[src/logic/cpuPkg.sv]
// Shared widths and types for the 8-bit execute slice; opcodes 9 to 31 are no-ops
package cpuPkg;

  ////////////////////////////////////////
  // Widths and counts
  ////////////////////////////////////////

  localparam int dataWidth    = 8;  // Data word
  localparam int regAddrWidth = 4;  // Register index
  localparam int numRegs      = 16; // Register file depth
  localparam int opCodeWidth  = 5;  // Opcode field
  localparam int numPhases    = 5;  // T0 to T4

  ////////////////////////////////////////
  // Basic types
  ////////////////////////////////////////

  typedef logic [dataWidth-1:0]    dataT;
  typedef logic [regAddrWidth-1:0] regAddrT;
  typedef logic [opCodeWidth-1:0]  opCodeT;

  // Three bits cover the five phases
  typedef logic [$clog2(numPhases)-1:0] phaseT;

  ////////////////////////////////////////
  // ALU opcodes
  ////////////////////////////////////////

  // Values above opLess fall through as no-ops
  typedef enum logic [opCodeWidth-1:0] {
    opAdd  = 5'd0, // A + B
    opSub  = 5'd1, // A - B
    opAnd  = 5'd2, // A & B
    opOr   = 5'd3, // A | B
    opXor  = 5'd4, // A ^ B
    opShl  = 5'd5, // A << 1
    opShr  = 5'd6, // A >> 1
    opNot  = 5'd7, // ~A
    opLess = 5'd8  // A < B, unsigned
  } aluOpT;

endpackage

[src/logic/aluStage.sv]
// Nine-op ALU with saved result and flags; no overflow flag, carry kept only for add, sub and shifts
module aluStage (
  input  logic            clk,
  input  logic            Reset,
  input  logic            aluSave,
  input  logic            carrySave,
  input  cpuPkg::opCodeT  op,
  input  logic            immFlag,
  input  cpuPkg::dataT    imm,
  input  cpuPkg::dataT    operandA,
  input  cpuPkg::dataT    operandB,
  output cpuPkg::dataT    aluResult,
  output logic            zFlag,
  output logic            cFlag
);

  cpuPkg::aluOpT              aluOp;
  cpuPkg::dataT               secondOp;
  logic [cpuPkg::dataWidth:0] aluWide;  // One extra bit for carry

  ////////////////////////////////////////
  // Operand select
  ////////////////////////////////////////

  assign secondOp = immFlag ? imm : operandB;
  assign aluOp    = cpuPkg::aluOpT'(op);

  ////////////////////////////////////////
  // Operations
  ////////////////////////////////////////

  // Bit 8 carries the add carry, the subtract borrow and the bit shifted out on the left
  always_comb begin
    case (aluOp)
      cpuPkg::opAdd: begin
        aluWide = {1'b0, operandA} + {1'b0, secondOp};
      end
      cpuPkg::opSub: begin
        aluWide = {1'b0, operandA} - {1'b0, secondOp}; // Borrow when A < B
      end
      cpuPkg::opAnd: begin
        aluWide = {1'b0, operandA & secondOp};
      end
      cpuPkg::opOr: begin
        aluWide = {1'b0, operandA | secondOp};
      end
      cpuPkg::opXor: begin
        aluWide = {1'b0, operandA ^ secondOp};
      end
      cpuPkg::opShl: begin
        aluWide = {operandA, 1'b0}; // Old bit 7 lands in bit 8
      end
      cpuPkg::opShr: begin
        aluWide = {2'b00, operandA[cpuPkg::dataWidth-1:1]}; // Carry cleared
      end
      cpuPkg::opNot: begin
        aluWide = {1'b0, ~operandA};
      end
      cpuPkg::opLess: begin
        aluWide = {{cpuPkg::dataWidth{1'b0}}, (operandA < secondOp)};
      end
      default: begin
        aluWide = '0; // No-op codes, nothing gets saved
      end
    endcase
  end

  ////////////////////////////////////////
  // Result and flag registers
  ////////////////////////////////////////

  always_ff @(posedge clk or posedge Reset) begin
    if (Reset) begin
      aluResult <= '0;
      zFlag     <= 1'b0;
    end else if (aluSave) begin
      aluResult <= aluWide[cpuPkg::dataWidth-1:0];
      zFlag     <= (aluWide[cpuPkg::dataWidth-1:0] == '0);
    end
  end

  // Logic ops and compare leave the carry alone
  always_ff @(posedge clk or posedge Reset) begin
    if (Reset) begin
      cFlag <= 1'b0;
    end else if (carrySave) begin
      cFlag <= aluWide[cpuPkg::dataWidth];
    end
  end

endmodule

[src/logic/executeCore.sv]
// Execute slice top; instruction fields must be stable at the end of T0 and results hold from T3
module executeCore (
  input  logic             clk,
  input  logic             Reset,
  input  cpuPkg::opCodeT   opCode,
  input  logic             immFlag,
  input  cpuPkg::regAddrT  destin,
  input  cpuPkg::regAddrT  source1,
  input  cpuPkg::regAddrT  source2,
  input  cpuPkg::dataT     imm,
  output logic             fetch,
  output cpuPkg::dataT     aluResult,
  output logic             zFlag,
  output logic             cFlag
);

  logic             regRead;
  logic             aluSave;
  logic             carrySave;
  logic             regWrite;
  cpuPkg::opCodeT   curOp;
  logic             curImmFlag;
  cpuPkg::regAddrT  curDestin;
  cpuPkg::regAddrT  curSource1;
  cpuPkg::regAddrT  curSource2;
  cpuPkg::dataT     curImm;
  cpuPkg::dataT     readData1;
  cpuPkg::dataT     readData2;

  ////////////////////////////////////////
  // Timing and control
  ////////////////////////////////////////

  phaseSequencer seq_i (
    .clk        (clk),
    .Reset      (Reset),
    .opCode     (opCode),
    .immFlag    (immFlag),
    .destin     (destin),
    .source1    (source1),
    .source2    (source2),
    .imm        (imm),
    .fetch      (fetch),
    .regRead    (regRead),
    .aluSave    (aluSave),
    .carrySave  (carrySave),
    .regWrite   (regWrite),
    .curOp      (curOp),
    .curImmFlag (curImmFlag),
    .curDestin  (curDestin),
    .curSource1 (curSource1),
    .curSource2 (curSource2),
    .curImm     (curImm)
  );

  ////////////////////////////////////////
  // Register file
  ////////////////////////////////////////

  regFile regs_i (
    .clk       (clk),
    .Reset     (Reset),
    .regRead   (regRead),
    .regWrite  (regWrite),
    .readAddr1 (curSource1),
    .readAddr2 (curSource2),
    .writeAddr (curDestin),
    .writeData (aluResult),  // Write-back of the saved result
    .readData1 (readData1),
    .readData2 (readData2)
  );

  ////////////////////////////////////////
  // ALU
  ////////////////////////////////////////

  aluStage alu_i (
    .clk       (clk),
    .Reset     (Reset),
    .aluSave   (aluSave),
    .carrySave (carrySave),
    .op        (curOp),
    .immFlag   (curImmFlag),
    .imm       (curImm),
    .operandA  (readData1),
    .operandB  (readData2),
    .aluResult (aluResult),
    .zFlag     (zFlag),
    .cFlag     (cFlag)
  );

endmodule

[src/logic/phaseSequencer.sv]
// Free-running five-phase timer with no stall input; fields are sampled only at the end of T0
module phaseSequencer (
  input  logic             clk,
  input  logic             Reset,
  input  cpuPkg::opCodeT   opCode,
  input  logic             immFlag,
  input  cpuPkg::regAddrT  destin,
  input  cpuPkg::regAddrT  source1,
  input  cpuPkg::regAddrT  source2,
  input  cpuPkg::dataT     imm,
  output logic             fetch,
  output logic             regRead,
  output logic             aluSave,
  output logic             carrySave,
  output logic             regWrite,
  output cpuPkg::opCodeT   curOp,
  output logic             curImmFlag,
  output cpuPkg::regAddrT  curDestin,
  output cpuPkg::regAddrT  curSource1,
  output cpuPkg::regAddrT  curSource2,
  output cpuPkg::dataT     curImm
);

  cpuPkg::phaseT phase;
  logic          liveOp;
  logic          carryOp;

  ////////////////////////////////////////
  // Phase counter
  ////////////////////////////////////////

  always_ff @(posedge clk or posedge Reset) begin
    if (Reset) begin
      phase <= '0; // First cycle after reset is T0
    end else if (phase == cpuPkg::phaseT'(cpuPkg::numPhases - 1)) begin
      phase <= '0; // Wrap after T4
    end else begin
      phase <= phase + cpuPkg::phaseT'(1);
    end
  end

  assign fetch = (phase == cpuPkg::phaseT'(0));

  ////////////////////////////////////////
  // Instruction capture
  ////////////////////////////////////////

  always_ff @(posedge clk or posedge Reset) begin
    if (Reset) begin
      curOp     <= '0;
      curDestin <= '0;
    end else if (fetch) begin
      curOp     <= opCode;
      curDestin <= destin;
    end
  end

  // Operand fields for the register reads and the ALU
  always_ff @(posedge clk) begin
    if (fetch) begin
      curImmFlag <= immFlag;
      curSource1 <= source1;
      curSource2 <= source2;
      curImm     <= imm;
    end
  end

  ////////////////////////////////////////
  // Control strobes
  ////////////////////////////////////////

  assign liveOp  = (curOp <= cpuPkg::opLess); // Opcodes 0 to 8
  assign carryOp = (curOp == cpuPkg::opAdd) || (curOp == cpuPkg::opSub) ||
                   (curOp == cpuPkg::opShl) || (curOp == cpuPkg::opShr);

  assign regRead   = (phase == cpuPkg::phaseT'(1));
  assign aluSave   = (phase == cpuPkg::phaseT'(2)) && liveOp;
  assign carrySave = (phase == cpuPkg::phaseT'(2)) && carryOp;
  assign regWrite  = (phase == cpuPkg::phaseT'(4)) && liveOp; // Write-back

endmodule

[src/logic/regFile.sv]
// Sixteen 8-bit registers; reads are registered, and a same-edge read and write is not used
module regFile (
  input  logic             clk,
  input  logic             Reset,
  input  logic             regRead,
  input  logic             regWrite,
  input  cpuPkg::regAddrT  readAddr1,
  input  cpuPkg::regAddrT  readAddr2,
  input  cpuPkg::regAddrT  writeAddr,
  input  cpuPkg::dataT     writeData,
  output cpuPkg::dataT     readData1,
  output cpuPkg::dataT     readData2
);

  cpuPkg::dataT regs [cpuPkg::numRegs];

  ////////////////////////////////////////
  // Storage and write port
  ////////////////////////////////////////

  always_ff @(posedge clk or posedge Reset) begin
    if (Reset) begin
      for (int i = 0; i < cpuPkg::numRegs; i++) begin
        regs[i] <= '0; // All registers start at zero
      end
    end else if (regWrite) begin
      regs[writeAddr] <= writeData;
    end
  end

  ////////////////////////////////////////
  // Registered read ports
  ////////////////////////////////////////

  // Both operands are taken on the edge that ends T1 and held until the next read
  always_ff @(posedge clk or posedge Reset) begin
    if (Reset) begin
      readData1 <= '0;
      readData2 <= '0;
    end else if (regRead) begin
      readData1 <= regs[readAddr1]; // First source
      readData2 <= regs[readAddr2]; // Second source
    end
  end

endmodule

[config.mk]
export PLATFORM = sky130hd
export DESIGN_NAME = executeCore
export DESIGN_NICKNAME = d
export VERILOG_FILES = /design/src/logic/cpuPkg.sv /design/src/logic/aluStage.sv /design/src/logic/executeCore.sv /design/src/logic/phaseSequencer.sv /design/src/logic/regFile.sv
export SDC_FILE = /design/constraint.sdc
export NUM_CORES = 1
export LEC_CHECK = 0
export BUFFER_PORTS_ARGS = -buffer_cell sky130_fd_sc_hd__buf_2
export CORE_UTILIZATION = 47
export CTS_CLUSTER_DIAMETER = 150
export CTS_CLUSTER_SIZE = 12
export DETAILED_ROUTE_END_ITERATION = 16
export HOLD_SLACK_MARGIN = 0.06
export SLEW_MARGIN = 15
export SYNTH_ARGS = -nofsm -noshare
export SYNTH_HDL_FRONTEND = slang
export SYNTH_SLANG_ARGS = --single-unit
[constraint.sdc]
create_clock -name clk -period 15.9 [get_ports clk]
set_input_delay 3.975 -clock clk [delete_from_list [all_inputs] [get_ports clk]]
set_output_delay 3.975 -clock clk [all_outputs]
set_load 0.1 [all_outputs]
==> summary.md, run 1 <==
| Metric | Value |
|---|---|
| Status | finished clean |
| Share of cells above drive strength 1 | 0.428 |
| Cts repair resizes | 0 |
| Number of hold buffers added after CTS | 0 |
| Post-Syn Area | 0.0102 mm2 |
| R2R depth | 10 |
| Core Area | 0.0212 mm2 |
| Syn nets | 790 |
| Min Tclk post-route | 5.87 ns |
| Port bufs | 38 |
| First-pass GRT wire length | 41,500 um |
| PwrDens | 92.3 mW/mm2 |
| DR WL/cell | 25.8 um |
| Slowest CP cell | buf_2 |
| Peak VDD IR | 0.0716 mV |
| Final-report max-slew violation count | 0 |
| Boundary Pins | 39 |
| GRT Resource Usage Total | 0.257 |
| Clock Sinks | 183 |
| DRC errors left | 0 |
| Top cells by count, synth | dfrtp_1 (166), mux2_2 (141), mux4_2 (80) |
| Yosys Warn Count | 0 |
| Initial DRC count | 337 |
| Count leader, synth | dfrtp_1 |
| Clock Path Buffers | 2 |
| Worst hold slack | 0.482 ns |
| Total Wirelength | 26,700 um |
| Die Y | 149 um |
| Class of the worst hold path | reg -> reg |
| Detail Placement HPWL | 17,500 um |
| Via count | 6,445 |
| Hold_sp | alu_i.zFlag |
| Chip width | 149 um |
| Area fraction of the dominant cell type after synthesis | 0.407 |
| Worst R2R Start | seq_i.curImmFlag |
| FP Rows | 53 |
| Initial antenna violation count | 0 |
| Crit path kind | reg -> out |
| Worst Path Max Fanout | 4 |
| Top FF cell, synth | dfrtp_1 |
| Number of H-tree levels | 4 |
| Crit path DAT | 1.89 ns |
| Synth Instances | 731 |
| DRT Pass-1 Iters | 5 |
| Max incr delay on CP | 0.45 ns |
| Worst Tran Pin Value | 1.10 ns |
| CTS tree | done |
| Number of synthesized flops with an enable pin | 17 |
| Clock latency on the worst-skew pair | 0.43 ns |
| Worst path required time | 11.93 ns |
| Worst R2R Setup Slack | 11.96 ns |
| Worst hold path stage count | 2 |
| Leakage power | 5.07 nW |
| Synth unique cells | 67 |
| Post-CTS Setup Bufs | 0 |
| F_max | 0.170 GHz |
| Placer Congestion | 0.896 |
| DIE AREA | 0.0223 mm2 |
| Area grow syn2layout | 10.2% |
| MaxCap Viol Count | 0 |
| Crit-path cells | inv_1 > ha_1 > nor2b_4 > buf_2 |
| CTS clk-pin slew, worst paths | 0.07 ns |
| Period utilisation layout | 0.369 |
| Setup_tns | 0 ns |
| Clock skew | 0.0154 ns |
| Nature of the critical path startpoint | flip-flop |
| Asr flop ratio synth | 0.907 |
| GR Overflow Total | 0 |
| Via density | 6.21 |
| Syn avg cell area | 14.0 um2 |
| Final Hold Violating Endpoints | 0 |
| Critical R2R Capture | alu_i.zFlag |
| CTS buffer count | 17 |
| Yosys reg bits | 183 |
| Final #Nets | 808 |
| Synth area leader | dfrtp_1 |
| Largest net degree at the start of global routing | 100 |
| Final ANT Viol Nets | 0 |
| RSZ-0062 raised after global routing | false |
| Final setup viols | 0 |
| Vias in the first global route | 6,818 |
| Root Driver | clkbuf_16 |
| Initial Utilization | 0.483 |
| Post-synthesis sequential area ratio | 0.456 |
| Worst Hold Endpoint | alu_i.zFlag |
| Synth area leaders | dfrtp_1 (41%), mux4_2 (18%), mux2_2 (16%) |
| CP endpoint kind | output pin |
| Rel. slew slack | 0.258 |
layer usage:
metal | GRT usage | up-vias | wire length (um)
li1 | - | 2811 | -
met1 | 0.326 | 3412 | 10800
met2 | 0.445 | 167 | 14000
met3 | 0.0402 | 55 | 1100
met4 | 0.0944 | 0 | 813
met5 | 0 | - | 0
how the worst max path moves through the flow:
stage,startpoint,to,slack [ns],cells past startpoint
after floorplan,Reset,alu_i.aluResult[0],7.43,1
after global placement,Reset,regs_i.regs[86],10.25,3
after detailed placement,Reset,regs_i.readData2[4],10.16,3
after CTS,seq_i.phase[0],fetch,10.01,4
after global routing,seq_i.phase[0],fetch,9.93,4
final,seq_i.phase[0],fetch,10.03,4
cell type report:
type | instances | area [um2]
Fill cell | 1760 | 9890
Clock inverter | 12 | 165
Antenna cell | 1 | 2.50
Multi-Input combinational cell | 472 | 5250
Inverter | 28 | 110
Clock buffer | 20 | 468
Tap cell | 275 | 344
Sequential cell | 183 | 4660
Timing Repair Buffer | 47 | 258
worst max-delay path, delay by kind of cell (launching register included):
kind / cells / cell delay, ns
simple gates: 1 / 0.24
flops: 1 / 0.42
buf+inv: 2 / 0.55
fa+ha+maj: 1 / 0.26
power breakdown:
group / total, W / leakage, nW / internal (W) / switching (W)
combinational: 0.0000859 / 2.34 / 0.0000311 / 0.0000548
sequential: 0.000506 / 2.43 / 0.000484 / 0.0000220
clock: 0.000448 / 0.302 / 0.000252 / 0.000197
cell usage in the layout, fill, tap and decap left out, types with 3 or more instances in the layout:
cell and n:
and3_1 4, a21oi_1 14, nor2_1 14, nand2b_1 4, edfxtp_1 17, inv_1 27, xnor2_1 3, o31ai_1 5
o221ai_1 4, ha_1 29, a221o_1 3, clkinv_4 3, nand2_1 37, nand3_1 14, dfrtp_1 166, clkbuf_16 18
o21ai_0 27, buf_4 9, nor3_1 3, nor2b_1 6, mux2i_1 16, mux4_2 80, a31oi_1 3, mux2_2 141
buf_2 38, nand2_2 8
cell families after synthesis:
group,synth area share
muxes,0.348
xor gates and xnor gates,0.00257
AOI/OAI and AO/OA,0.0599
buffers and inverters,0.0304
DFF,0.456
adders and majority gates,0.0394
and+or+nand+nor,0.0628
sequential cells by signal, indices dropped and copies added, names as in the netlist:
register and flops:
seq_i.curDestin 4, seq_i.curSource1 4, seq_i.curImmFlag 1, regs_i.regs 128
seq_i.phase 3, alu_i.cFlag 1, seq_i.curSource2 4, alu_i.aluResult 8
seq_i.curOp 5, regs_i.readData2 8, seq_i.curImm 8, alu_i.zFlag 1
regs_i.readData1 8
per-stage QoR:
stage	setup slack, ns	power [W]	utilization	instance area, um2	std cells
4_1_cts	10.01	0.00105	0.532	11300	1037
2_1_floorplan	7.43	0.000575	-	10200	731
6_report	10.03	0.00104	0.533	11300	1038
3_3_place_gp	10.25	0.000598	0.503	10600	1005
3_5_place_dp	10.16	0.000601	0.503	10600	1005
5_1_grt	9.93	0.00108	0.532	11300	1037
Power figures use the tool's default switching activity.
==> inputs of run 2 (changes only) <==
clock period = 5.9 ns   (was 15.9 ns; I/O delays follow)
==> run 2 against run 1 <==
Sequential power grew to 2.7 times the previous value. Global-route usage is 0.32 points higher. Critical path type unchanged. Register-to-register slack worse by 9.6 ns. Flip-flop and latch count stayed put. Critical endpoint unchanged. Sequential share of layout area is 0.26 points higher. Cell count is 0.19% lower. Final area is 0.63% lower.
==> summary.md, run 2 (synthesized netlist as in run 1, its figures left out) <==
| Metric | Value |
|---|---|
| Die Y | 149 um |
| CTS clk-pin slew, worst paths | 0.07 ns |
| Via count | 6,492 |
| Top Metal Used | met4 |
| DIE AREA | 0.0223 mm2 |
| Delay-heaviest family, CP | buffers and inverters |
| CP endpoint kind | output pin |
| Nature of the critical path startpoint | flip-flop |
| Final #Nets | 807 |
| Most frequent cells in the layout | dfrtp_1 (166), mux2_2 (141), mux4_2 (80) |
| GRT Resource Usage Total | 0.261 |
| Worst hold path stage count | 2 |
| RSZ-0062 raised after global routing | false |
| Crit-path cells | inv_1 > ha_1 > nor2b_2 > buf_4 > buf_2 |
| Worst Path Max Fanout | 28 |
| Core Area | 0.0212 mm2 |
| Root Driver | clkbuf_16 |
| Post-CTS Setup Bufs | 0 |
| Cts repair resizes | 0 |
| Min Tclk post-route | 3.76 ns |
| Biggest register | regs_i.regs |
| Clock Sinks | 183 |
| F_max | 0.266 GHz |
| Largest net degree at the start of global routing | 140 |
| Via density | 6.27 |
| Leakage power | 5.04 nW |
| R2R depth | 10 |
| Placer Congestion | 0.936 |
| Final ANT Viol Nets | 0 |
| Slowest CP cell | buf_2 |
| M1 WL | 11,400 um |
| Met2 wire len | 14,100 um |
| GR Overflow Total | 0 |
| Worst Tran Pin Value | 1.19 ns |
| Worst Path Buf+Inv | 3 |
| Clock skew | 0.0114 ns |
| Fillers | 1,792 |
| Chip width | 149 um |
| Initial DRC count | 338 |
| Clock Path Buffers | 2 |
| DRC errors left | 0 |
| Port bufs | 38 |
| Setup_tns | 0 ns |
| Critical path depth in cells | 5 |
| Share of cells above drive strength 1 | 0.426 |
| Max FFs per register | 128 |
| PwrDens | 242 mW/mm2 |
| Initial antenna violation count | 0 |
| CTS buffer count | 17 |
| Crit path DAT | 2.28 ns |
| Worst path required time | 4.43 ns |
| DR WL met3 | 1120 um |
| Boundary Pins | 39 |
| DRT Pass-1 Iters | 7 |
| Max incr delay on CP | 0.51 ns |
| Total Wirelength | 27,300 um |
| Number of H-tree levels | 4 |
| DR WL/cell | 26.3 um |
| MaxCap Viol Count | 0 |
| Layout Utilization | 0.529 |
| Crit path kind | reg -> out |
| Final Total Pwr | 0.00271 W |
| First-pass GRT wire length | 42,000 um |
| CTS tree | done |
| Final-report max-slew violation count | 0 |
| Vias in the first global route | 6,865 |
| Area grow syn2layout | 9.55% |
| Detail Placement HPWL | 18,100 um |
| Clock latency on the worst-skew pair | 0.43 ns |
| Diodes inserted | 0 |
| Class of the worst hold path | reg -> reg |
| Final setup viols | 0 |
| FP Rows | 53 |
| Status | finished clean |
| Peak VDD IR | 0.167 mV |
| Period utilisation layout | 0.637 |
| Final Hold Violating Endpoints | 0 |
| Initial Utilization | 0.483 |
| Commonest non-fill, non-tap cell in the layout | dfrtp_1 |
| Rel. slew slack | 0.205 |
| Number of hold buffers added after CTS | 0 |
| Worst R2R Setup Slack | 2.35 ns |
## run 2: final timing paths
path,to,from
hold / removal,alu_i.cFlag,alu_i.cFlag
setup / recovery,fetch,seq_i.phase[0]
hold reg to reg,alu_i.cFlag,alu_i.cFlag
max in group asynchronous,regs_i.regs[94],Reset
setup reg to reg,alu_i.zFlag,seq_i.curImmFlag
min in group asynchronous,seq_i.curDestin[3],Reset
## run 2: layout make-up
| cell class | count | area [um2] | area share |
|---|---|---|---|
| clock buffers | 19 | 433 | 0.0387 |
| clock inverters | 13 | 133 | 0.0118 |
| inverters | 28 | 109 | 0.00972 |
| multi-input cells | 472 | 5250 | 0.469 |
| flip-flops and latches | 183 | 4660 | 0.417 |
| well taps | 275 | 344 | 0.0307 |
| repair buffers | 46 | 263 | 0.0235 |
## run 2: worst register-to-register path: stages, from the launching register on
cell      delay [ns]
edfxtp_1        0.72
mux2i_1         0.31
inv_1           0.09
ha_1            0.22
fa_1            0.48
o311a_1         0.35
a221o_1         0.31
a211oi_1        0.34
nand4_1         0.13
or3_1           0.34
o31ai_2         0.17
## run 2: metrics by stage
stage,worst slack [ns],hold slack [ns],instances,instance area [um2]
global route,2.04,0.538,1036,11200
CTS,2.11,0.491,1036,11200
floorplan,2.02,0.454,731,10200
global placement,2.44,0.462,1004,10600
finish,2.14,0.483,1036,11200
detailed placement,2.35,0.474,1004,10600
## run 2: metal layers
layer  vias to the layer above  GRT usage
met5                         -          0
met4                         0     0.0786
met3                        45     0.0363
met2                       159      0.452
met1                      3472      0.339
li1                       2816          -
## run 2: power breakdown
group | switching, W | internal [W]
registers | 0.0000610 | 0.00130
clock network | 0.000551 | 0.000564
logic | 0.000149 | 0.0000849
total | 0.000761 | 0.00195
==> inputs of run 3 (changes only) <==
clock period = 3.55 ns   (was 5.9 ns; I/O delays follow)
==> run 3 against run 2 <==
Register-to-register slack worse by 2.2 ns. Non-clock buffer count up 17. Sequential share of layout area down 0.75 points. Cell count up 1.6%. Final area up 1.8%. Flip-flop and latch count unchanged. Die area unchanged. Via count up 0.59%. Clock power up 78%. Clock skew about the same. Combinational power up 83%. Largest power group unchanged.
==> summary.md, run 3 (synthesized netlist as in run 1, its figures left out) <==
| Metric | Value |
|---|---|
| Boundary Pins | 39 |
| CTS clk-pin slew, worst paths | 0.07 ns |
| Worst hold path stage count | 1 |
| Worst Tran Pin Value | 1.05 ns |
| Setup_tns | 0 ns |
| Initial Utilization | 0.483 |
| Via density | 6.20 |
| Commonest non-fill, non-tap cell in the layout | dfrtp_1 |
| Total Wirelength | 27,600 um |
| Initial antenna violation count | 0 |
| Placed cell count | 1,021 |
| Final worst slack | 0.149 ns |
| Via count | 6,530 |
| Period utilisation layout | 0.958 |
| Post-route cell area | 0.0114 mm2 |
| Rel. slew slack | 0.301 |
| Final-report max-slew violation count | 0 |
| Leakage power | 5.16 nW |
| Nature of the critical path startpoint | flip-flop |
| Worst R2R Start | seq_i.curImmFlag |
| CP endpoint kind | flip-flop |
| Die Y | 149 um |
| Post-CTS Setup Bufs | 0 |
| Root Driver | clkbuf_16 |
| RSZ-0062 raised after global routing | false |
| Crit path kind | reg -> reg |
| Clock Path Buffers | 2 |
| MaxCap Viol Count | 0 |
| Worst hold slack | 0.506 ns |
| Core Area | 0.0212 mm2 |
| GRT Resource Usage Total | 0.266 |
| Largest net degree at the start of global routing | 53 |
| Cts repair resizes | 0 |
| Hold_sp | seq_i.phase[0] |
| Status | finished clean |
| Port bufs | 38 |
| Final ANT Viol Nets | 0 |
| Vias in the first global route | 6,927 |
| Clock latency on the worst-skew pair | 0.43 ns |
| Crit path DAT | 3.74 ns |
| Final #Nets | 824 |
| Max FFs per register | 128 |
| First-pass GRT wire length | 42,600 um |
| Placed instance area | 0.0108 mm2 |
| Fillers | 1,732 |
| Most frequent cells in the layout | dfrtp_1 (166), mux2_2 (141), mux4_2 (80) |
| DRT Pass-1 Iters | 5 |
| DR WL/cell | 26.2 um |
| Class of the worst hold path | reg -> reg |
| Worst Hold Endpoint | seq_i.phase[0] |
| DRC errors left | 0 |
| Initial DRC count | 340 |
| Pre-CTS setup slack | 0.215 ns |
| F_max | 0.294 GHz |
| Worst R2R Setup Slack | 0.15 ns |
| Share of cells above drive strength 1 | 0.441 |
| DIE AREA | 0.0223 mm2 |
| Number of hold buffers added after CTS | 0 |
| Worst Path Max Fanout | 7 |
| PwrDens | 409 mW/mm2 |
| CTS tree | done |
| Biggest register | regs_i.regs |
| Final Hold Violating Endpoints | 0 |
| Diodes inserted | 0 |
| GR Overflow Total | 0 |
| Final setup viols | 0 |
| Worst path required time | 3.89 ns |
| Clock skew | 0.0111 ns |
| Chip width | 149 um |
| Detail Placement HPWL | 18,800 um |
| R2R depth | 10 |
| Area grow syn2layout | 11.6% |
| Placer Congestion | 0.889 |
| Critical R2R Capture | alu_i.zFlag |
| FP Rows | 53 |
| Non-Filler Instances | 1,053 |
| CTS buffer count | 17 |
| Min Tclk post-route | 3.40 ns |
| Peak VDD IR | 0.324 mV |
| Number of H-tree levels | 4 |
| Clock Sinks | 183 |
## run 3: how the worst max path moves through the flow
stage | endpoint | cells past startpoint | startpoint | slack, ns
2_1_floorplan | fetch | 4 | seq_i.phase[0] | 0.26
3_3_place_gp | alu_i.zFlag | 10 | seq_i.curImmFlag | 0.28
3_5_place_dp | alu_i.zFlag | 10 | seq_i.curImmFlag | 0.21
4_1_cts | alu_i.zFlag | 10 | seq_i.curImmFlag | 0.18
5_1_grt | alu_i.zFlag | 10 | seq_i.curImmFlag | 0.008
6_report | alu_i.zFlag | 10 | seq_i.curImmFlag | 0.15
## run 3: area by class of cell
type,instances,area [um2],area share
multi-input cells,472,5250,0.460
flip-flops and latches,183,4660,0.409
clock buffers,19,464,0.0407
repair buffers,63,415,0.0364
well taps,275,344,0.0302
clock inverters,13,154,0.0135
inverters,28,109,0.00955
## run 3: worst max-delay path, cell delays in order, from the launching register on
cell,delay (ns)
edfxtp_1,0.37
buf_4,0.23
mux2i_1,0.33
inv_1,0.15
fa_1,0.48
o311a_1,0.36
a221o_1,0.31
a211oi_1,0.43
nand4_1,0.13
or3_1,0.33
o31ai_2,0.18
## run 3: metal layers
metal	global-route usage	wire length [um]
met5	0	0
met2	0.439	13900
met3	0.0476	953
met1	0.338	11600
met4	0.127	1210
## run 3: metrics by stage
stage	total power, W	utilization
floorplan	0.00258	-
global placement	0.00271	0.510
detailed placement	0.00272	0.510
CTS	0.00469	0.539
global route	0.00484	0.539
finish	0.00466	0.539
## run 3: power breakdown
group          internal [W]  total (W)  switching [W]  leakage, nW
clock               0.00112    0.00198       0.000861        0.308
sequential          0.00217    0.00225      0.0000795         2.43
combinational      0.000154   0.000428       0.000274         2.43
total               0.00344    0.00466        0.00121         5.16
